--- src/source/dcache_geom_pkg.sv ---
`default_nettype none

package dcache_geom_pkg;

    ////////////////////
    // widths
    ////////////////////

    localparam int WORD_W     = 32;
    localparam int ADDR_W     = 32;
    localparam int LINE_W     = 512;
    localparam int LINE_BYTES = LINE_W / 8;

    // the line index sits just above the 64-byte offset.
    localparam int INDEX_W    = 4;
    localparam int INDEX_LSB  = 6;

    localparam int LINE_COUNT = 2 ** INDEX_W;

    ////////////////////
    // types
    ////////////////////

    typedef logic [WORD_W-1:0]     word_t;
    typedef logic [ADDR_W-1:0]     addr_t;
    typedef logic [LINE_W-1:0]     line_data_t;
    typedef logic [LINE_BYTES-1:0] line_be_t;
    typedef logic [INDEX_W-1:0]    index_t;

endpackage

`default_nettype wire

--- src/source/dcache_store_pkg.sv ---
`default_nettype none

package dcache_store_pkg;

    ////////////////////
    // store write types
    ////////////////////

    // a write type is the byte-lane mask of the store before any shift.
    typedef logic [3:0] wrt_type_t;

    localparam wrt_type_t WRT_BYTE = 4'b0001;
    localparam wrt_type_t WRT_HALF = 4'b0011;
    localparam wrt_type_t WRT_WORD = 4'b1111;

    ////////////////////
    // store queue
    ////////////////////

    localparam int STQ_DEPTH = 4;
    localparam int STQ_PTR_W = $clog2(STQ_DEPTH);
    localparam int STQ_CNT_W = STQ_PTR_W + 1;

    // what the request buffer currently holds.
    typedef enum logic [1:0] {
        ARB_IDLE   = 2'd0,
        ARB_STORE  = 2'd1,
        ARB_REFILL = 2'd2
    } arb_state_t;

endpackage

`default_nettype wire

--- src/source/mem_wrt_ctrl_d.sv ---
`timescale 1ns/1ps
`default_nettype none

module mem_wrt_ctrl_d (
    input  wire dcache_geom_pkg::word_t      w_data_cpu,
    input  wire dcache_geom_pkg::line_data_t w_data_axi,
    input  wire dcache_geom_pkg::addr_t      addr_rbuf,
    input  wire dcache_store_pkg::wrt_type_t wrt_type,
    input  wire                              wrt_data_sel,
    input  wire                              cacop_en_rbuf,
    output dcache_geom_pkg::line_data_t      mem_din,
    output dcache_geom_pkg::line_be_t        mem_we,
    output dcache_store_pkg::wrt_type_t      axi_we
);

    ////////////////////
    // line data
    ////////////////////

    // the store word is replicated across the line, the enables pick the bytes.
    always_comb begin
        if (!wrt_data_sel) begin
            mem_din = w_data_axi;
        end else begin
            case (wrt_type)
                dcache_store_pkg::WRT_BYTE: mem_din = {64{w_data_cpu[7:0]}};
                dcache_store_pkg::WRT_HALF: mem_din = {32{w_data_cpu[15:0]}};
                dcache_store_pkg::WRT_WORD: mem_din = {16{w_data_cpu}};
                default:                    mem_din = '0;
            endcase
        end
    end

    ////////////////////
    // lane mask
    ////////////////////

    // cache ops ignore the byte offset. lanes shifted past bit 3 are dropped.
    always_comb begin
        if (cacop_en_rbuf) begin
            axi_we = wrt_type;
        end else begin
            case (addr_rbuf[1:0])
                2'd0: axi_we = wrt_type;
                2'd1: axi_we = {wrt_type[2:0], 1'b0};
                2'd2: axi_we = {wrt_type[1:0], 2'b00};
                2'd3: axi_we = {wrt_type[0], 3'b000};
                default: axi_we = wrt_type;
            endcase
        end
    end

    ////////////////////
    // line enable
    ////////////////////

    // address bits 5 to 2 pick which word of the line gets the lane mask.
    always_comb begin
        if (!wrt_data_sel) begin
            mem_we = '1;
        end else begin
            mem_we = dcache_geom_pkg::line_be_t'(axi_we) << {addr_rbuf[5:2], 2'b00};
        end
    end

endmodule

`default_nettype wire

--- config.mk ---
export PLATFORM = sky130hd
export DESIGN_NAME = mem_wrt_ctrl_d
export DESIGN_NICKNAME = d
export VERILOG_FILES = /design/src/source/dcache_geom_pkg.sv /design/src/source/dcache_store_pkg.sv /design/src/source/mem_wrt_ctrl_d.sv
export SDC_FILE = /design/constraint.sdc
export NUM_CORES = 1
export LEC_CHECK = 0
export ABC_AREA = 1
export BUFFER_PORTS_ARGS = -buffer_cell sky130_fd_sc_hd__buf_2
export CAP_MARGIN = 0
export CORE_AREA = 2 2 459 461
export DETAILED_ROUTE_END_ITERATION = 10
export DIE_AREA = 0 0 461 463
export PLACE_DENSITY = 0.3
export REMOVE_ABC_BUFFERS = 1
export SYNTH_ARGS = -nofsm -noshare
export SYNTH_HDL_FRONTEND = slang
export SYNTH_SLANG_ARGS = --single-unit
--- constraint.sdc ---
create_clock -name vclk -period 5.2
set_clock_uncertainty 0.1 [all_clocks]
set_input_delay 1.04 -clock vclk [all_inputs]
set_output_delay 1.04 -clock vclk [all_outputs]
set_load 0.02 [all_outputs]
; Yosys cells after proc, flatten, opt, wreduce, memory -nomap -nowiden
; Index checks and enable logic that the tools add are counted.
[totals]
regBits = 0
out_inout_bits = 580
wordCells = 13
[classes]
n_eq_ne = 6
shift = 1
mux = 5
n_reduce_logical = 1
[ops]
columns = operator, n
row1 = $pmux 512 s3, 1
row2 = $mux 512, 1
row3 = $mux 64, 1
row4 = $shl 4x6->64, 1
row5 = $pmux 4 s4, 1
row6 = $eq 2x2->1 const B, 2
row7 = $eq 4x1->1 const B, 1
row8 = $eq 4x2->1 const B, 1
row9 = $eq 4x4->1 const B, 1
row10 = $mux 4, 1
row11 = $eq 2x1->1 const B, 1
row12 = $logic_not 2->1, 1

; Depth between registers and ports, before layout
[logic_depth]
ltp_word = 5
mapped_depth = 10
mapped_depth_nobuf = 9

; Worst setup path after synthesis
; OpenSTA, ideal clock, no wires.
[synth_path]
kind = input port to output port
from = input port addr_rbuf[0]
to = output port mem_we[13]
t_arrival_ps = 2640
t_required_ps = 4060
slack_ps = 1420
path_stages = 8
path_buffers = 1
path_cell_list = clkbuf_1 -> nor2_1 -> nor2_1 -> o21ai_0 -> nand2_1 -> nor2_1 -> nand2_1 -> o21bai_1
[synth_via]
elab_chain_len = 5
[synth_rtl]
columns = element, line_no
row1 = start: declaration, mem_wrt_ctrl_d.sv:7  ; input wire dcache_geom_pkg::addr_t addr_rbuf,
row2 = "$eq 2x2->1, or another cell as far along", mem_wrt_ctrl_d.sv:43  ; case (addr_rbuf[1:0])
row3 = $pmux 4 s4 *, mem_wrt_ctrl_d.sv:43
row4 = $mux 4 *, mem_wrt_ctrl_d.sv:40  ; if (cacop_en_rbuf) begin
row5 = named net axi_we[1], mem_wrt_ctrl_d.sv:13  ; output dcache_store_pkg::wrt_type_t axi_we
row6 = $shl 4x6->64 *, mem_wrt_ctrl_d.sv:62  ; mem_we = dcache_geom_pkg::line_be_t'(axi_we) << {addr_rbuf[5:2], 2'b00};
row7 = $mux 64 *, mem_wrt_ctrl_d.sv:59  ; if (!wrt_data_sel) begin
row8 = end: declaration, mem_wrt_ctrl_d.sv:12  ; output dcache_geom_pkg::line_be_t mem_we,
; Mark *: on every way through the listed nets, which the timed path passes. The rest lies on a longest branch.

; Final worst setup path
[layout_path]
from = input port wrt_type[0]
to = output port mem_din[111]
[layout_via]
elab_chain_len = 3
[layout_rtl]
columns = element, line_no
row1 = start: declaration, mem_wrt_ctrl_d.sv:8  ; input wire dcache_store_pkg::wrt_type_t wrt_type,
row2 = "$eq 4x4->1, or another cell as far along", mem_wrt_ctrl_d.sv:25  ; case (wrt_type)
row3 = $pmux 512 s3 *, mem_wrt_ctrl_d.sv:25
row4 = $mux 512 *, mem_wrt_ctrl_d.sv:22  ; if (!wrt_data_sel) begin
row5 = end: declaration, mem_wrt_ctrl_d.sv:11  ; output dcache_geom_pkg::line_data_t mem_din,
; Mark *: on every way between the ends. The rest lies on a longest branch, timed or not.

==> results.json <==
{
  "status": "finished clean",
  "clock.fmax_mhz": 217,
  "synth_warnings": 0,
  "gp_congestion": 0.859,
  "leakage_nw": 10.2,
  "num_vias": 15500,
  "n_sequential_cell": 0,
  "fin_crit_sh": 0.885,
  "fin_nets": 3060,
  "grt_pass1_wl_um": 229000,
  "crit_path_frequent_cell": "buf_12",
  "synth_area_um2": 5790,
  "fin_crit_ns": 4.60,
  "worstSetupPathType": "in2out",
  "dp_hpwl_um": 188000,
  "max-cap-violations": 0,
  "worstPathArrival_ns": 3.46,
  "end_kind": "primary output",
  "max-slew-margin-rel": 0.376,
  "netlist_instances": 1397,
  "finalWirelength_um": 198000,
  "slowest_delay_ns": 0.34,
  "grt.total_usage": 0.177,
  "register_area_um2": 0,
  "timing.final.hold_violations": 0,
  "ios": 1162,
  "worstPathMaxFanout": 13,
  "rsz0062_at_grt": "false",
  "power.total_mw": 1.98,
  "grt_max_degree": 120,
  "dr.pass1.iters": 5,
  "die_h_um": 463,
  "grt_pass1_vias": 14600,
  "drc_errors": 0,
  "hold_buffers": 0,
  "avgSynthCellArea_um2": 4.15,
  "cp_slowest_cell": "buf_4",
  "io_buffers": 1136,
  "dp_cells": 5281,
  "place_area_um2": 16700,
  "layout_common_cells": "1086 x nand2_1, 1030 x buf_2, 127 x buf_12",
  "row_count": 168,
  "die_w_um": 461,
  "ant_nets": 0,
  "core_area_um2": 209000,
  "initial_core_util": 0.0278,
  "path_cells": "buf_2 -> nand3_1 -> buf_4 -> nor2_2 -> buf_4 -> buf_12 -> nand2_1 -> nand3_1 -> nand2_2 -> buf_12 -> nand2_1 -> buf_12",
  "required_ns": 4.06,
  "slew_viol_final": 0,
  "wl_per_cell_um": 36.8,
  "post_cts_buffers": 0,
  "syn_to_final_growth_pct": 193,
  "worst_ir_drop_vdd_v": 0.0000238,
  "drive_above_1_share": 0.504,
  "ctsResizeCount": 0,
  "hp-class": "in2out",
  "power_density_nw_per_um2": 117,
  "tightest_slew_ns": 0.935,
  "yosysSeqAreaShare": 0,
  "worstSetupStartpointType": "primary input",
  "setup_violations": 0,
  "design_area_um2": 17000,
  "synth_cell_types": 22,
  "final_cells": 5394,
  "dr.first_iter.drc_count": 934,
  "grt_overflow": 0,
  "vias_per_cell": 2.88,
  "layout_commonest_cell": "nand2_1",
  "dieArea_um2": 213000,
  "clkbuf_count": 0,
  "grt_antenna_before_repair": 377
}
==> per-layer routing <==
| layer | wire length, um | vias up | global-route usage | part of all wire |
|---|---|---|---|---|
| met5 | 2300 | - | 0 | 0.012 |
| met4 | 4440 | 364 | 0.0257 | 0.022 |
| met3 | 41800 | 552 | 0.162 | 0.21 |
| met2 | 88900 | 1179 | 0.291 | 0.45 |
| met1 | 61000 | 6935 | 0.165 | 0.31 |
| li1 | - | 6512 | - | - |
==> cells in the mapped netlist (all sizes together) <==
| cell | n | area, um^2 |
|---|---|---|
| nand2 | 1133 | 4390 |
| nand4 | 2 | 18.8 |
| buf | 38 | 322 |
| inv | 18 | 70.1 |
| nand3 | 47 | 235 |
| o21ai | 35 | 175 |
| o21bai | 16 | 120 |
| o21a | 7 | 75.1 |
| a21boi | 1 | 7.51 |
| nor2 | 24 | 95.1 |
| o32ai | 1 | 8.76 |
| clkbuf | 75 | 282 |
==> area by class of cell <==
type               count  area [um^2]
fillers            25200       192000
repair buffers      1192         7960
multi-input cells   1266         5120
well taps           2805         3510
diodes               113          283
inverters             18         77.6
==> cell families after synthesis <==
| group | synth area share |
|---|---|
| AO/OA/AOI/OAI | 0.0667 |
| buffers and inverters | 0.116 |
| AND/OR/NAND/NOR | 0.817 |
==> per-stage QoR <==
| step | utilization | TNS, ns | worst slack, ns | hold WS (ns) |
|---|---|---|---|---|
| final | 0.0813 | 0 | 0.600 | 2.30 |
| after global routing | 0.0805 | 0 | 0.507 | 2.31 |
| after CTS | 0.0799 | 0 | 0.485 | 2.30 |
| after detailed placement | 0.0799 | 0 | 0.505 | 2.30 |
| after global placement | 0.0799 | 0 | 0.523 | 2.30 |
| after floorplan | - | -681.50 | -1.91 | 2.10 |
==> where the power goes <==
part / switching [mW] / total, mW / internal, mW
Sequential: 0 / 0 / 0
Clock: 0 / 0.00000297 / 0.00000297
Combinational: 1.33 / 1.98 / 0.652
Total: 1.33 / 1.98 / 0.652
==> worst max-delay path: cells and delay by family <==
family	cells	cell delay (ns)
buf+inv	6	1.37
simple gates	6	1.00
==> worst paths after layout <==
check / cells past startpoint / end / from / slack, ns
worst min-delay path: 4 / mem_din[49] / w_data_axi[49] / 2.30
worst max-delay path: 12 / mem_din[111] / wrt_type[0] / 0.60
Note: power is estimated with default switching activity, not from simulation.
