--- src/source/dcache_geom_pkg.sv ---
`default_nettype none

package dcache_geom_pkg;

    ////////////////////
    // widths
    ////////////////////

    localparam int WORD_W     = 32;
    localparam int ADDR_W     = 32;
    localparam int LINE_W     = 512;
    localparam int LINE_BYTES = LINE_W / 8;

    // the line index sits just above the 64-byte offset.
    localparam int INDEX_W    = 4;
    localparam int INDEX_LSB  = 6;

    localparam int LINE_COUNT = 2 ** INDEX_W;

    ////////////////////
    // types
    ////////////////////

    typedef logic [WORD_W-1:0]     word_t;
    typedef logic [ADDR_W-1:0]     addr_t;
    typedef logic [LINE_W-1:0]     line_data_t;
    typedef logic [LINE_BYTES-1:0] line_be_t;
    typedef logic [INDEX_W-1:0]    index_t;

endpackage

`default_nettype wire

--- src/source/dcache_store_pkg.sv ---
`default_nettype none

package dcache_store_pkg;

    ////////////////////
    // store write types
    ////////////////////

    // a write type is the byte-lane mask of the store before any shift.
    typedef logic [3:0] wrt_type_t;

    localparam wrt_type_t WRT_BYTE = 4'b0001;
    localparam wrt_type_t WRT_HALF = 4'b0011;
    localparam wrt_type_t WRT_WORD = 4'b1111;

    ////////////////////
    // store queue
    ////////////////////

    localparam int STQ_DEPTH = 4;
    localparam int STQ_PTR_W = $clog2(STQ_DEPTH);
    localparam int STQ_CNT_W = STQ_PTR_W + 1;

    // what the request buffer currently holds.
    typedef enum logic [1:0] {
        ARB_IDLE   = 2'd0,
        ARB_STORE  = 2'd1,
        ARB_REFILL = 2'd2
    } arb_state_t;

endpackage

`default_nettype wire

--- src/source/refill_store_arb.sv ---
`timescale 1ns/1ps
`default_nettype none

module refill_store_arb (
    input  wire                              clk,
    input  wire                              rst_n,
    input  wire                              refill_valid,
    input  wire dcache_geom_pkg::addr_t      refill_addr,
    input  wire dcache_geom_pkg::line_data_t refill_line,
    input  wire                              q_empty,
    input  wire dcache_geom_pkg::addr_t      q_addr,
    input  wire dcache_geom_pkg::word_t      q_data,
    input  wire dcache_store_pkg::wrt_type_t q_type,
    input  wire                              q_cacop,
    output logic                             q_pop,
    output logic                             req_valid,
    output dcache_geom_pkg::addr_t           addr_rbuf,
    output dcache_geom_pkg::word_t           w_data_cpu,
    output dcache_geom_pkg::line_data_t      w_data_axi,
    output dcache_store_pkg::wrt_type_t      wrt_type,
    output logic                             cacop_en_rbuf,
    output logic                             wrt_data_sel
);

    dcache_store_pkg::arb_state_t state;
    dcache_store_pkg::arb_state_t state_nxt;

    ////////////////////
    // selection
    ////////////////////

    // a refill cannot be stalled, so it always takes the buffer.
    always_comb begin
        state_nxt = dcache_store_pkg::ARB_IDLE;
        if (refill_valid) begin
            state_nxt = dcache_store_pkg::ARB_REFILL;
        end else if (!q_empty) begin
            state_nxt = dcache_store_pkg::ARB_STORE;
        end
    end

    assign q_pop = (state_nxt == dcache_store_pkg::ARB_STORE);

    always_ff @(posedge clk or negedge rst_n) begin
        if (!rst_n) begin
            state <= dcache_store_pkg::ARB_IDLE;
        end else begin
            state <= state_nxt;
        end
    end

    // the buffer holds a write exactly when the state is not idle.
    assign req_valid    = (state != dcache_store_pkg::ARB_IDLE);
    assign wrt_data_sel = (state == dcache_store_pkg::ARB_STORE);

    ////////////////////
    // request buffer
    ////////////////////

    always_ff @(posedge clk) begin
        if (refill_valid) begin
            addr_rbuf     <= refill_addr;
            w_data_axi    <= refill_line;
            wrt_type      <= dcache_store_pkg::WRT_WORD;
            cacop_en_rbuf <= 1'b0;
        end else if (q_pop) begin
            addr_rbuf     <= q_addr;
            w_data_cpu    <= q_data;
            wrt_type      <= q_type;
            cacop_en_rbuf <= q_cacop;
        end
    end

endmodule

`default_nettype wire

--- config.mk ---
export PLATFORM = sky130hd
export DESIGN_NAME = refill_store_arb
export DESIGN_NICKNAME = d
export VERILOG_FILES = /design/src/source/dcache_geom_pkg.sv /design/src/source/dcache_store_pkg.sv /design/src/source/refill_store_arb.sv
export SDC_FILE = /design/constraint.sdc
export NUM_CORES = 1
export LEC_CHECK = 0
export BUFFER_PORTS_ARGS = -buffer_cell sky130_fd_sc_hd__buf_2
export CAP_MARGIN = 0
export CORE_AREA = 4 4 463 465
export CTS_CLUSTER_SIZE = 10
export DETAILED_ROUTE_END_ITERATION = 12
export DIE_AREA = 0 0 467 469
export SETUP_SLACK_MARGIN = 0.05
export SLEW_MARGIN = 15
export SYNTH_ARGS = -nofsm -noshare
export SYNTH_HDL_FRONTEND = slang
export SYNTH_SLANG_ARGS = --single-unit
--- constraint.sdc ---
create_clock -name clk -period 4 [get_ports clk]
set_input_delay 0 -clock clk [delete_from_list [all_inputs] [get_ports clk]]
set_output_delay 0 -clock clk [all_outputs]
set_load 0.01 [all_outputs]
Word-level counts from Yosys, hierarchy flattened
Index checks and enable logic that the tools add are counted.
{"block": "word_totals", "latch_bits": 0, "ramBits": 0, "output_inout_bits": 584, "ff_bits": 583, "romBits": 0, "elab_cells": 16, "inputBits": 617, "memories": 0}
{"block": "op_classes", "multipliers": 0, "magnitude_cmp": 0, "reduce_logical": 3, "n_addsub": 0, "n_bitwise": 1, "shifts": 0, "n_div": 0, "muxes": 4, "n_eq_ne": 2}
{"operator": "$mux 32", "count": 2}
{"operator": "$eq 2x1->1 const B", "count": 2}
{"operator": "$reduce_bool 2->1", "count": 2}
{"operator": "$mux 2", "count": 1}
{"operator": "$reduce_and 2->1", "count": 1}
{"operator": "$mux 1", "count": 1}
{"operator": "$not 1->1", "count": 1}

Depth between registers and ports, before layout
{"block": "depth", "depth_word": 5, "mapped_depth": 3, "depth_no_buf": 2}

Least setup slack after synthesis
Ideal clock, no wire load.
{"block": "synth_path", "kind": "input-to-reg", "startpoint": "in refill_valid", "endpoint": "reg w_data_cpu[0] (enable)", "required_time_ns": 3.572, "arrival_ns": 1.777, "setup_time_ns": 0.428, "setup_slack_ns": 1.795, "path_stages": 3, "n_path_buf": 2, "path_cell_list": "buf_6 -> buf_6 -> nor2_1"}
{"block": "synth_between", "elab_chain_cells": 3, "elab_cells_between_ends": 4, "cone_classes": "eq/ne: 1; mux: 1; bitwise: 1; reduce/logical: 1"}
{"element": "from (decl)", "line_no": "refill_store_arb.sv:7", "source": "input wire refill_valid,"}
{"element": "$mux 2", "line_no": "refill_store_arb.sv:35", "source": "if (refill_valid) begin"}
{"element": "$eq 2x1->1", "line_no": "refill_store_arb.sv:42", "source": "assign q_pop = (state_nxt == dcache_store_pkg::ARB_STORE);"}
{"element": "named net q_pop", "line_no": "refill_store_arb.sv:15", "source": "output logic q_pop,"}
{"element": "$reduce_and 2->1 (no source line)"}
{"element": "to (signal assigned)", "line_no": "refill_store_arb.sv:68", "source": "w_data_cpu <= q_data;"}
{"element": "to (decl)", "line_no": "refill_store_arb.sv:18", "source": "output dcache_geom_pkg::word_t w_data_cpu,"}
The timed path passes the listed nets, and every way through them passes these cells.
A chain may end at the register's enable or synchronous reset.

Final worst setup path
{"block": "layout_path", "startpoint": "in refill_valid", "endpoint": "out q_pop"}
{"block": "layout_between", "elab_chain_cells": 2}
{"element": "$mux 2", "line_no": "refill_store_arb.sv:35"}
{"element": "$eq 2x1->1", "line_no": "refill_store_arb.sv:42"}
{"element": "to (decl)", "line_no": "refill_store_arb.sv:15"}
No other way between the ends.

==> metrics <==
Post-DP HPWL=161300 microns; Vias/cell=2.933; Die ar.=219000 sq um; Tmin final=2.452 ns; Buf+Inv Stages, Crit Path=4; worst slack, placed=2.012 ns; Root Buffer=clkbuf_16; clock transition at the registers of the reported paths=0.06 ns; Top FF cell, synth=edfxtp_1; pin slew with the least headroom to its limit=1.043 ns; Synth Instances=634; Worst Skew=0 ns; Core ar.=209600 sq um; antenna violations before repair=179; Yosys warning total=0; crit end category=primary output; Total GRT Usage=0.1626; # fillers=22.82k; gr ovfl total=0; Clock Latency Late Sink=0.70 ns; IO Pins=1201; global placer's final weighted congestion=0.9342; Peak VDD IR=0.0003241 V; status=finished clean; number of global-route vias before repair=17.98k; WL per Instance=32.42 microns; port buffer count=1200; TritonCTS clock tree=built; Layout Nets=3423; max-slew violation count=0; Startpoint Class=input port; vias post-DR=16.80k; Fmax achieved=407.8 MHz; worst min path class=input port to register; Final ANT Viol Nets=0; Critical Path Max Stage Delay=0.81 ns; top post-synthesis cells by area=edfxtp_1 (96%), mux2_2 (1.8%), dfxtp_1 (0.56%); total CTS buffers=81; synth unique cells=14; max-cap violations=0; clk sinks=583; Post-CTS Repair Setup Buffers=0; share of cells above drive strength 1=0.4754; CP delay by family, top=buffers and inverters; final WL=185700 microns; post-route DRC violation count=0; TritonRoute pass-1 iters=4; # resized after CTS=0; Pwr per Cell Area=446.3 nW/um^2; FP Rows=168; slowest CP cell=nor2_4; syn avg cell area=28.32 sq um; H-tree depth=3; drt initial violations=843; FF+latch count, synth=583; Die Y-Extent=469 microns; final hold viol count=0; Post-CTS Hold Fix Bufs=883; top cells by count, synth=edfxtp_1 (576), mux2_2 (29), dfxtp_1 (5), nor2b_1 (5), a211o_1 (4); pin count of the biggest net entering global routing=144; Synth Cell Area=17960 sq um; slew margin rel.=0.3030; Initial Util=0.08569; CTS Buffer Depth=3; TNS Setup=0 ns; asr flop ratio synth=0.003431; worst hold stages=2; synthesis-to-layout area growth=118.3%; worst path arrival time=2.45 ns; setup violators final=0; cell taking the most area after synthesis=edfxtp_1; most frequent cell after synthesis=edfxtp_1; syn_nets=1251; top-area cell type share of the netlist area=0.9632; setup ws final=1.548 ns; unrepaired setup endpoints after global routing=no; crit path kind=input port to primary output; WP data required=4.00 ns; Post-synth EDFFs=576; CP Depth=5; worst path cell trace=dlygate4sd3_1 -> buf_8 -> buf_4 -> nor2_4 -> buf_2; worst r2r path cells=2; Seq/Total Area, Yosys=0.9716; first-pass GRT wire length=219400 microns; CP Max Fanout=58; fin crit share=0.6131; Leak=15.63 nW; Die Wd=467 microns
-- registers in the layout (all words and copies together) (netlist names) --
name,flops
state,2
addr_rbuf,32
w_data_cpu,32
cacop_en_rbuf,1
wrt_type,4
w_data_axi,512
-- worst register-to-register path: cells and delay by family (launching register included) --
kind	cells	cell delay, ns
buffers and inverters	1	0.55
flip-flops	1	0.32
AO/OA/AOI/OAI	1	0.26
-- report_power, final --
part           leakage [nW]  switching [W]  internal, W
clock                  1.26        0.00309      0.00424
combinational          8.66        0.00161      0.00114
sequential             5.70       0.000156      0.00727
total                  15.6        0.00486       0.0126
-- final timing paths --
kind,start,to,slack (ns)
worst max-delay path,refill_valid,q_pop,1.55
worst min-delay path,refill_line[378],w_data_axi[378],0.06
worst max register to register,wrt_type[1],wrt_type[1],2.76
worst min register to register,wrt_type[2],wrt_type[2],1.00
max in group asynchronous,rst_n,state[0],3.73
min in group asynchronous,rst_n,state[1],0.14
-- stage by stage --
step / hold WS, ns / total power (W) / std cells / cell area, sq um / utilization
final: 0.05964 / 0.01750 / 5727 / 39210 / 0.1871
after global routing: 0.002141 / 0.01828 / 5705 / 39150 / 0.1868
after CTS: 0.001207 / 0.01790 / 5668 / 39060 / 0.1864
after detailed placement: -0.2134 / 0.009500 / 4645 / 27580 / 0.1316
after floorplan: -0.2956 / 0.007841 / 634 / 17960 / -
after global placement: -0.2099 / 0.009490 / 4645 / 27580 / 0.1316
-- layout by cell type, fill, tap and decap left out, types with 2 or more instances in the layout --
| cell type | synthesis | final |
|---|---|---|
| mux2_2 | 29 | 29 |
| clkinv_8 | 0 | 3 |
| clkbuf_16 | 0 | 81 |
| edfxtp_1 | 576 | 576 |
| mux2_4 | 3 | 3 |
| clkinv_16 | 0 | 4 |
| buf_12 | 0 | 4 |
| clkinvlp_4 | 0 | 5 |
| dfxtp_1 | 5 | 5 |
| nor2b_1 | 5 | 5 |
| clkinv_1 | 0 | 6 |
| a211o_1 | 4 | 4 |
| dlygate4sd3_1 | 0 | 883 |
| diode_2 | 0 | 59 |
| buf_4 | 2 | 7 |
| inv_6 | 0 | 2 |
| clkbuf_1 | 0 | 19 |
| bufinv_16 | 0 | 7 |
| clkinv_4 | 0 | 3 |
| buf_2 | 1 | 1199 |
| clkinv_2 | 0 | 9 |
| dfrtp_1 | 2 | 2 |
-- cell families (layout without fill, tap and decap cells) --
group | after synthesis | after routing | share of synthesized area
and+or+nand+nor | 9 | 9 | 0.002857
buffers and inverters | 5 | 2234 | 0.002368
DFF | 583 | 583 | 0.9716
other | 0 | 59 | 0
muxes | 33 | 33 | 0.02125
AOI/OAI and AO/OA | 4 | 4 | 0.001951
-- final cells by class --
class | count | area [sq um] | area share
multi-input cells | 46 | 478.0 | 0.01219
clock buffers | 101 | 2112 | 0.05387
flip-flops and latches | 583 | 17450 | 0.4450
repair buffers | 2094 | 14990 | 0.3822
diodes | 59 | 147.6 | 0.003766
clock inverters | 39 | 528.0 | 0.01347
well taps | 2805 | 3510 | 0.08951
-- routing by layer --
layer	global-route usage	wire, microns	vias up
met5	0	115	-
met4	0.04282	6413	18
met3	0.1282	32580	407
met2	0.2716	85780	1288
met1	0.1544	60780	8074
li1	-	-	7009
Power figures use the tool's default switching activity.
