[config.mk]
export PLATFORM = sky130hd
export DESIGN_NAME = store_queue
export DESIGN_NICKNAME = d
export VERILOG_FILES = /design/src/source/dcache_geom_pkg.sv /design/src/source/dcache_store_pkg.sv /design/src/source/store_queue.sv
export SDC_FILE = /design/constraint.sdc
export NUM_CORES = 1
export LEC_CHECK = 0
export BUFFER_PORTS_ARGS = -buffer_cell sky130_fd_sc_hd__buf_2
export CAP_MARGIN = 20
export CORE_ASPECT_RATIO = 0.8
export CORE_MARGIN = 2
export CORE_UTILIZATION = 30
export DETAILED_ROUTE_END_ITERATION = 8
export PLACE_DENSITY = 0.52
export SKIP_CTS_REPAIR_TIMING = 1
export SKIP_LAST_GASP = 1
export SYNTH_ARGS = -nofsm -noshare
export SYNTH_HDL_FRONTEND = slang
export SYNTH_SLANG_ARGS = --single-unit
[constraint.sdc]
create_clock -name clk -period 3.4 [get_ports clk]
set_input_delay 0.85 -clock clk [delete_from_list [all_inputs] [get_ports clk]]
set_output_delay 0.85 -clock clk [all_outputs]
set_load 0.01 [all_outputs]
[src/source/dcache_geom_pkg.sv]
`default_nettype none

package dcache_geom_pkg;

    ////////////////////
    // widths
    ////////////////////

    localparam int WORD_W     = 32;
    localparam int ADDR_W     = 32;
    localparam int LINE_W     = 512;
    localparam int LINE_BYTES = LINE_W / 8;

    // the line index sits just above the 64-byte offset.
    localparam int INDEX_W    = 4;
    localparam int INDEX_LSB  = 6;

    localparam int LINE_COUNT = 2 ** INDEX_W;

    ////////////////////
    // types
    ////////////////////

    typedef logic [WORD_W-1:0]     word_t;
    typedef logic [ADDR_W-1:0]     addr_t;
    typedef logic [LINE_W-1:0]     line_data_t;
    typedef logic [LINE_BYTES-1:0] line_be_t;
    typedef logic [INDEX_W-1:0]    index_t;

endpackage

`default_nettype wire

[src/source/dcache_store_pkg.sv]
`default_nettype none

package dcache_store_pkg;

    ////////////////////
    // store write types
    ////////////////////

    // a write type is the byte-lane mask of the store before any shift.
    typedef logic [3:0] wrt_type_t;

    localparam wrt_type_t WRT_BYTE = 4'b0001;
    localparam wrt_type_t WRT_HALF = 4'b0011;
    localparam wrt_type_t WRT_WORD = 4'b1111;

    ////////////////////
    // store queue
    ////////////////////

    localparam int STQ_DEPTH = 4;
    localparam int STQ_PTR_W = $clog2(STQ_DEPTH);
    localparam int STQ_CNT_W = STQ_PTR_W + 1;

    // what the request buffer currently holds.
    typedef enum logic [1:0] {
        ARB_IDLE   = 2'd0,
        ARB_STORE  = 2'd1,
        ARB_REFILL = 2'd2
    } arb_state_t;

endpackage

`default_nettype wire

[src/source/store_queue.sv]
`timescale 1ns/1ps
`default_nettype none

module store_queue (
    input  wire                         clk,
    input  wire                         rst_n,
    input  wire                         st_valid,
    input  wire dcache_geom_pkg::addr_t st_addr,
    input  wire dcache_geom_pkg::word_t st_data,
    input  wire dcache_store_pkg::wrt_type_t st_type,
    input  wire                         st_cacop,
    input  wire                         q_pop,
    output logic                        st_full,
    output logic                        q_empty,
    output dcache_geom_pkg::addr_t      q_addr,
    output dcache_geom_pkg::word_t      q_data,
    output dcache_store_pkg::wrt_type_t q_type,
    output logic                        q_cacop
);

    dcache_geom_pkg::addr_t      addr_mem  [dcache_store_pkg::STQ_DEPTH];
    dcache_geom_pkg::word_t      data_mem  [dcache_store_pkg::STQ_DEPTH];
    dcache_store_pkg::wrt_type_t type_mem  [dcache_store_pkg::STQ_DEPTH];
    logic                        cacop_mem [dcache_store_pkg::STQ_DEPTH];

    logic [dcache_store_pkg::STQ_PTR_W-1:0] wr_ptr;
    logic [dcache_store_pkg::STQ_PTR_W-1:0] rd_ptr;
    logic [dcache_store_pkg::STQ_CNT_W-1:0] count;

    logic push;
    logic pop;

    assign st_full = (count == dcache_store_pkg::STQ_CNT_W'(dcache_store_pkg::STQ_DEPTH));
    assign q_empty = (count == '0);

    // a push into a full queue is dropped, the driver is expected to hold off.
    assign push = st_valid & ~st_full;
    assign pop  = q_pop & ~q_empty;

    ////////////////////
    // entry storage
    ////////////////////

    always_ff @(posedge clk) begin
        if (push) begin
            addr_mem[wr_ptr]  <= st_addr;
            data_mem[wr_ptr]  <= st_data;
            type_mem[wr_ptr]  <= st_type;
            cacop_mem[wr_ptr] <= st_cacop;
        end
    end

    assign q_addr  = addr_mem[rd_ptr];
    assign q_data  = data_mem[rd_ptr];
    assign q_type  = type_mem[rd_ptr];
    assign q_cacop = cacop_mem[rd_ptr];

    ////////////////////
    // pointers and count
    ////////////////////

    // the depth is a power of two, so the pointers wrap on their own.
    always_ff @(posedge clk or negedge rst_n) begin
        if (!rst_n) begin
            wr_ptr <= '0;
            rd_ptr <= '0;
        end else begin
            if (push) begin
                wr_ptr <= wr_ptr + 1'b1;
            end
            if (pop) begin
                rd_ptr <= rd_ptr + 1'b1;
            end
        end
    end

    always_ff @(posedge clk or negedge rst_n) begin
        if (!rst_n) begin
            count <= '0;
        end else begin
            case ({push, pop})
                2'b10:   count <= count + 1'b1;
                2'b01:   count <= count - 1'b1;
                default: count <= count;
            endcase
        end
    end

endmodule

`default_nettype wire

After elaboration in Yosys (flattened, before gate mapping)
Memory sizes are Yosys's and may differ from the RTL's.
Cells that the tools add are included.

storage, ports and cells
  flip-flop bits (word level) = 7
  memory bits (writable) = 276
  input bits = 73
  output and inout port bits = 71
  word-level logic and storage cells = 23
  memories kept = 4

operators by class
  add/sub/neg operators = 4
  equality and inequality tests = 3
  multiplexer cells = 3
  bitwise gates (word level) = 4
  reduce and logical (&&, ||, !) cells = 2

memory list
  name       depth  bits a word  read ports  clocked after memory_dff  write ports  line               text
  addr_mem   4      32           1           0                         1            store_queue.sv:21  dcache_geom_pkg::addr_t addr_mem [dcache_store_pkg::STQ_DEPTH];
  data_mem   4      32           1           0                         1            store_queue.sv:22  dcache_geom_pkg::word_t data_mem [dcache_store_pkg::STQ_DEPTH];
  type_mem   4      4            1           0                         1            store_queue.sv:23  dcache_store_pkg::wrt_type_t type_mem [dcache_store_pkg::STQ_DEPTH];
  cacop_mem  4      1            1           0                         1            store_queue.sv:24  logic cacop_mem [dcache_store_pkg::STQ_DEPTH];

operator list
  operator                                                             count
  3-bit one-hot mux with 2 select lines                                1
  2-bit by 1-bit adder with 2-bit output (second input constant)       2
  3-bit by 1-bit adder with 3-bit output (second input constant)       1
  3-bit == test (second input constant)                                1
  3-bit logical NOT                                                    1
  3-bit by 1-bit subtractor with 3-bit output (second input constant)  1
  1-bit bitwise AND                                                    2
  2-bit by 1-bit == test with 1-bit output (second input constant)     1
  2-bit == test (second input constant)                                1
  1-bit 2-to-1 mux                                                     2
  1-bit NOT                                                            2
  2-bit nonzero test                                                   1

Longest topological paths before layout
Gate-level depths: netlist of the first run.

  depth after elaboration = 5
  depth in mapped cells = 9

Worst setup path after synthesis of the first run
Ideal clock, no wire load.

  kind = in2reg
  start point = input st_valid
  end point = memory addr_mem[0][0] in the netlist's numbering (enable)
  setup time = 0.435 ns
  arrival = 2.742 ns
  required time = 2.965 ns
  slack = 0.224 ns
  stages on the path = 2
  cells stage by stage = nor2b_2 > and2_1

on the way
  word-level cells in the longest chain between the ends = 3

ends and longest elaborated chain
  item                                    line               text
  start: declaration                      store_queue.sv:7   input wire st_valid,
  1-bit bitwise AND                       store_queue.sv:37  assign push = st_valid & ~st_full;
  1-bit 2-to-1 mux                        store_queue.sv:45  if (push) begin
  1-bit 2-to-1 mux (not written as such)  store_queue.sv:46  addr_mem[wr_ptr] <= st_addr;
  end: declaration                        store_queue.sv:21

No other way between the ends.

Worst setup path in the final report of the first run
  start point = register rd_ptr[1] in the netlist's numbering
  end point = output q_addr[30]

on the way
  word-level cells in the longest chain between the ends = 1

ends and longest elaborated chain
  item                      line               text
  start: declaration        store_queue.sv:27  logic [dcache_store_pkg::STQ_PTR_W-1:0] rd_ptr;
  start signal: assignment  store_queue.sv:72  rd_ptr <= rd_ptr + 1'b1;
  memory 4 x 32 bit         --
  end: declaration          store_queue.sv:15  output dcache_geom_pkg::addr_t q_addr,

No other way between the ends.

==> flow_summary.json, run 1 <==
{
  "status": "finished, final reports clean",
  "clkSlewWorstSetupHoldPaths_ns": 0.06,
  "clock_path_buffers": 3,
  "clk_latency_ns": 0.55,
  "antenna_found_initial": 6,
  "worstMarginPinSlew_ns": 0.488,
  "finalSetupViolCount": 0,
  "via_count": 4642,
  "layout.nets": 648,
  "crit_path_cell_trace": "buf_4 -> mux4_2 -> buf_2",
  "die_area_mm2": 0.0364,
  "dp_hpwl_mm": 12.9,
  "place_area_mm2": 0.0118,
  "synthSimpleGateAreaFrac_pct": 0.562,
  "globalRouteOverflowTotal": 0,
  "dp.cells": 1010,
  "crit_fanout": 30,
  "areaGrowthSynthToFinish_pct": 22.0,
  "detail_route.vias_per_cell": 4.36,
  "final_antenna_net_count": 0,
  "power.switching_mw": 3.22,
  "relSlewSlack_pct": 67.4,
  "p_leak_nw": 4.33,
  "grt_pass1_wl_mm": 31.0,
  "p_clk_share_pct": 29.0,
  "start_util_pct": 30.2,
  "grt_usage_pct": 11.5,
  "clock_sinks": 283,
  "yosysMostFrequentCell": "edfxtp_1",
  "finalHoldViolations": 0,
  "worst_path_max_delay_cell": "dfrtp_4",
  "yosys_most_used_dff": "edfxtp_1",
  "layoutNonFillerInstCount": 1065,
  "ys_ff_latch": 283,
  "rsz0062_at_grt": "false",
  "cp.required_ns": 2.55,
  "yosysTopAreaCell": "edfxtp_1",
  "synth_xor_area_share_pct": 0.503,
  "netlist_area_mm2": 0.0105,
  "cp_top_family": "flip-flops",
  "gp_congestion": 0.687,
  "crit_path_start_kind": "flop",
  "hp-class": "input pin to asynchronous set/reset pin",
  "power_frac_comb_pct": 28.0,
  "fin_crit_sh_pct": 87.3,
  "max_stage_delay_ns": 0.74,
  "sw_frac_of_total_pct": 28.4,
  "slew_viol_final": 0,
  "yosys_warnings": 0,
  "synth-compound-area-share_pct": 0.0838,
  "synth_top_family_by_area": "multiplexers",
  "power_density_mw_per_mm2": 888,
  "io_pins": 144,
  "ir_drop_uv": 468,
  "cts_tree": "done",
  "async_flop_share_pct": 2.47,
  "yosysTopAreaCellShare_pct": 79.3,
  "synth_common_cells": "edfxtp_1 (276), mux4_2 (68), buf_12 (7), buf_2 (7), dfrtp_1 (7)",
  "wirelength_mm": 20.7,
  "cts_buffers": 29,
  "core_area_mm2": 0.0346,
  "synth_cell_types": 22,
  "p_int_mw": 8.11,
  "cts_htree_levels": 1,
  "synthAdderAreaFrac_pct": 0.790,
  "drive_gt1_share_pct": 46.5,
  "worstSetupEndpointType": "output pin",
  "clk_root_buffer_cell": "clkbuf_16",
  "seq_area_frac_synth_pct": 80.9,
  "synth_area_leaders": "edfxtp_1 (79%), mux4_2 (15%), dfrtp_1 (1.7%)",
  "setup_tns_ns": 0,
  "dp_slack_ns": 0.931,
  "dieHeight_um": 171,
  "first_global_vias": 5062,
  "synthMuxAreaShare_pct": 15.1,
  "synth_nets": 477,
  "critPathKind": "flop to output pin",
  "avgSynthCellArea_um2": 26.3,
  "path_buf_inv": 2,
  "drt_iter0_drc": 236,
  "die_w_um": 213,
  "timing.fmax_mhz": 337,
  "remaining_drc_errors": 0,
  "r2r_setup_slack_ns": 1.30,
  "core.rowCount": 61,
  "wire_per_inst_um": 19.4,
  "final_core_util_pct": 36.9,
  "max_cap_viol_count": 0,
  "seqPwrFrac_pct": 42.9,
  "synth-edff-count": 276,
  "period_minus_slack_ns": 2.97,
  "grt_max_degree": 43,
  "fillerInstances": 3169,
  "setup_ws_ns": 0.432,
  "synth_cells": 398,
  "portBuffers": 143,
  "fin_area_mm2": 0.0128,
  "drt_pass1_iterations": 4,
  "skew_ns": 0.0204,
  "cp.arrival_ns": 2.12
}
==> power by group through the flow <==
| stage | clock [mW] | sequential, mW | combinational, mW |
|---|---|---|---|
| 6_report | 3.29 | 4.86 | 3.18 |
| 5_1_grt | 3.53 | 4.93 | 3.48 |
| 4_1_cts | 3.39 | 4.88 | 3.32 |
| 3_5_place_dp | 0 | 4.95 | 3.31 |
| 3_3_place_gp | 0 | 4.90 | 3.25 |
| 2_1_floorplan | 0 | 4.83 | 2.23 |
==> layout by cell type (no fill, tap or decap), drive strengths merged, types with 2 or more instances in the layout <==
master and count:
edfxtp 276, buf 156, mux4 69, clkbuf 34
clkinv 13, dfrtp 7, inv 6, bufinv 6
ha 5, and2 4, xnor2 3, xor2 3
diode 2
==> layer usage <==
| layer | track usage [%] | wire length, µm | vias to the layer above |
|---|---|---|---|
| li1 | - | - | 2050 |
| met1 | 13.4 | 8400 | 2407 |
| met2 | 19.6 | 9990 | 128 |
| met3 | 4.81 | 1740 | 49 |
| met4 | 3.01 | 529 | 8 |
| met5 | 0 | 49 | - |
==> registers in the layout (all words and copies together), names as in the netlist <==
signal / flops
addr_mem: 128
wr_ptr: 2
type_mem: 16
data_mem: 128
cacop_mem: 4
rd_ptr: 2
count: 3
==> worst paths after layout <==
kind | start | to | cells after the start
worst min register to register | count[2] | count[2] | 1
min in group clk | st_data[20] | data_mem[0][20] | 1
worst min-delay path | rst_n | count[2] | 1
max in group asynchronous | rst_n | rd_ptr[1] | 1
worst max-delay path | rd_ptr[1] | q_addr[30] | 3
worst max register to register | count[2] | addr_mem[1][22] | 4
==> stage by stage <==
step	total power, mW	hold slack [ns]
2_1_floorplan	7.06	0.476
4_1_cts	11.6	0.124
3_3_place_gp	8.16	0.494
3_5_place_dp	8.26	0.525
6_report	11.3	0.134
5_1_grt	11.9	0.123
==> layout make-up <==
| class | count | area, µm² | share of cell area [%] |
|---|---|---|---|
| antenna | 2 | 5.00 | 0.0392 |
| tap | 472 | 591 | 4.63 |
| clock buffer | 34 | 744 | 5.84 |
| sequential | 283 | 8470 | 66.4 |
| inverter | 6 | 22.5 | 0.177 |
| multi-input combinational | 93 | 1790 | 14.0 |
| clock inverter | 19 | 245 | 1.92 |
| timing repair buffer | 156 | 888 | 6.96 |
==> logic make-up (layout without fill, tap and decap cells) <==
group           Yosys count  count (layout)
other cells               0               2
simple gates              9               9
fa+ha+maj                 6               6
mux                      71              71
compound gates            1               1
flops                   283             283
xor+xnor                  6               6
buf+inv                  22             215
(Power assumes the default switching activity.)
==> run 2, diff against run 1 <==
--- a/config.mk
+++ b/config.mk
@@ -11,6 +11,7 @@
 export CORE_MARGIN = 2
 export CORE_UTILIZATION = 30
 export DETAILED_ROUTE_END_ITERATION = 8
+export GPL_TIMING_DRIVEN = 0
 export PLACE_DENSITY = 0.52
 export SKIP_CTS_REPAIR_TIMING = 1
 export SKIP_LAST_GASP = 1
==> run 2 against run 1 <==
Clock power down 6%. Utilization up 0.20 points. Critical path depth up 1. Sequential share of layout area down 0.41 points. Worst setup slack worse by 0.10 ns. Power down 0.21%. Maximum frequency down 3.4%. Final area up 0.53%. Via count up 0.19%. Clock skew down 0.0052 ns. Cell count up 0.66%. Global-route usage down 0.28 points. Critical path type unchanged.
==> flow_summary.json, run 2 (synthesized netlist as in run 1, its figures left out) <==
{
  "status": "finished, final reports clean",
  "ir_drop_uv": 490,
  "fin_area_mm2": 0.0128,
  "areaGrowthSynthToFinish_pct": 22.6,
  "hp-class": "input pin to asynchronous set/reset pin",
  "critPathKind": "flop to output pin",
  "drive_gt1_share_pct": 46.5,
  "diodes": 0,
  "globalRouteOverflowTotal": 0,
  "dp_slack_ns": 0.759,
  "cts_htree_levels": 1,
  "dp_hpwl_mm": 12.5,
  "cp.arrival_ns": 2.22,
  "slew_viol_final": 0,
  "grt_usage_pct": 11.2,
  "core.rowCount": 61,
  "clock_sinks": 283,
  "layout.nets": 656,
  "top_layer": "met5",
  "whs_ns": 0.115,
  "power_density_mw_per_mm2": 881,
  "timing.fmax_mhz": 326,
  "crit_path_start_kind": "flop",
  "cp-startpoint": "rd_ptr[1]",
  "wire_per_inst_um": 18.9,
  "mostFrequentLayoutCells": "edfxtp_1 (276), buf_2 (150), mux4_2 (68)",
  "worstReg2RegStart": "count[2]",
  "remaining_drc_errors": 0,
  "dieHeight_um": 171,
  "power.total_mw": 11.3,
  "die_w_um": 213,
  "crit_fanout": 10,
  "rsz0062_at_grt": "false",
  "worstMarginPinSlew_ns": 0.592,
  "io_pins": 144,
  "met3_length_mm": 1.42,
  "detail_route.vias_per_cell": 4.34,
  "period_minus_slack_ns": 3.07,
  "reg2reg_to": "data_mem[0][0]",
  "die_area_mm2": 0.0364,
  "setup_ws_ns": 0.328,
  "gp_congestion": 0.723,
  "max_cap_viol_count": 0,
  "skew_ns": 0.0152,
  "antenna_found_initial": 3,
  "final_antenna_net_count": 0,
  "cts_tree": "done",
  "clk_latency_ns": 0.56,
  "drt_iter0_drc": 196,
  "r2r.worst_path.cells": 4,
  "place_area_mm2": 0.0119,
  "grt_pass1_wl_mm": 30.5,
  "p_leak_nw": 4.36,
  "fin_crit_sh_pct": 90.3,
  "relSlewSlack_pct": 60.5,
  "r2r_setup_slack_ns": 1.26,
  "clkSlewWorstSetupHoldPaths_ns": 0.06,
  "cp.required_ns": 2.55,
  "grt_max_degree": 39,
  "top_regs": "addr_mem x128, data_mem x128, type_mem x16",
  "start_util_pct": 30.2,
  "worstSetupEndpointType": "output pin",
  "core_area_mm2": 0.0346,
  "finalSetupViolCount": 0,
  "met1_length_mm": 8.60,
  "clock_path_buffers": 3,
  "cts_buffers": 30,
  "wirelength_mm": 20.2,
  "portBuffers": 143,
  "first_global_vias": 5053,
  "drt_pass1_iterations": 4,
  "via_count": 4651,
  "finalHoldViolations": 0,
  "final_core_util_pct": 37.1,
  "clk_root_buffer_cell": "clkbuf_16",
  "mostFrequentLayoutCell": "edfxtp_1",
  "wl_met2_mm": 9.81,
  "fillerInstances": 3148
}
-- run 2: cell types whose count changed in the layout (fill, tap and decap cells not counted), moves of 2 or more --
cell	before	now
clkinvlp_4	0	2
bufinv_16	6	2
buf_2	143	150
clkbuf_1	5	7
dfrtp_1	5	7
clkbuf_16	29	31
dfrtp_4	2	0
diode_2	2	0
inv_6	0	2
buf_4	7	0
clkinv_4	2	0
buf_16	0	4
-- run 2: critical path: stages (launching register included) --
cell and delay, ns:
dfrtp_1 0.33, clkbuf_1 0.40, buf_2 0.39, mux4_2 0.38, buf_2 0.17
-- run 2: how the worst max path moves through the flow --
stage / to / cells after the start
after floorplan: addr_mem[0][0] / 2
after global placement: data_mem[1][0] / 3
after detailed placement: q_data[27] / 4
after CTS: q_data[27] / 4
after global routing: q_data[27] / 4
final: q_data[27] / 4
-- run 2: report_power, final --
part	internal [mW]	switching, mW	leakage, nW
combinational	1.62	1.82	1.29
clock	1.81	1.29	0.457
sequential	4.61	0.155	2.61
-- run 2: per-stage QoR --
step / instances / TNS [ns]
floorplan: 398 / 0
global placement: 1013 / -367.43
detailed placement: 1017 / 0
CTS: 1072 / 0
global route: 1072 / 0
finish: 1072 / 0
-- run 2: layout make-up --
type                            instances  area, µm²  share of cell area [%]
Sequential cell                       283       8460                    66.0
Tap cell                              472        591                    4.60
Multi-Input combinational cell         93       1790                    14.0
Inverter                                6       22.5                   0.176
Buffer                                 16        190                    1.48
Clock buffer                           37        798                    6.22
Clock inverter                         18        144                    1.12
Timing Repair Buffer                  147        826                    6.44
-- run 2: per-layer routing --
metal / up-vias / track usage [%]
met5: - / 0
met4: 4 / 2.74
met3: 36 / 3.65
met2: 133 / 19.0
met1: 2407 / 14.0
li1: 2071 / -
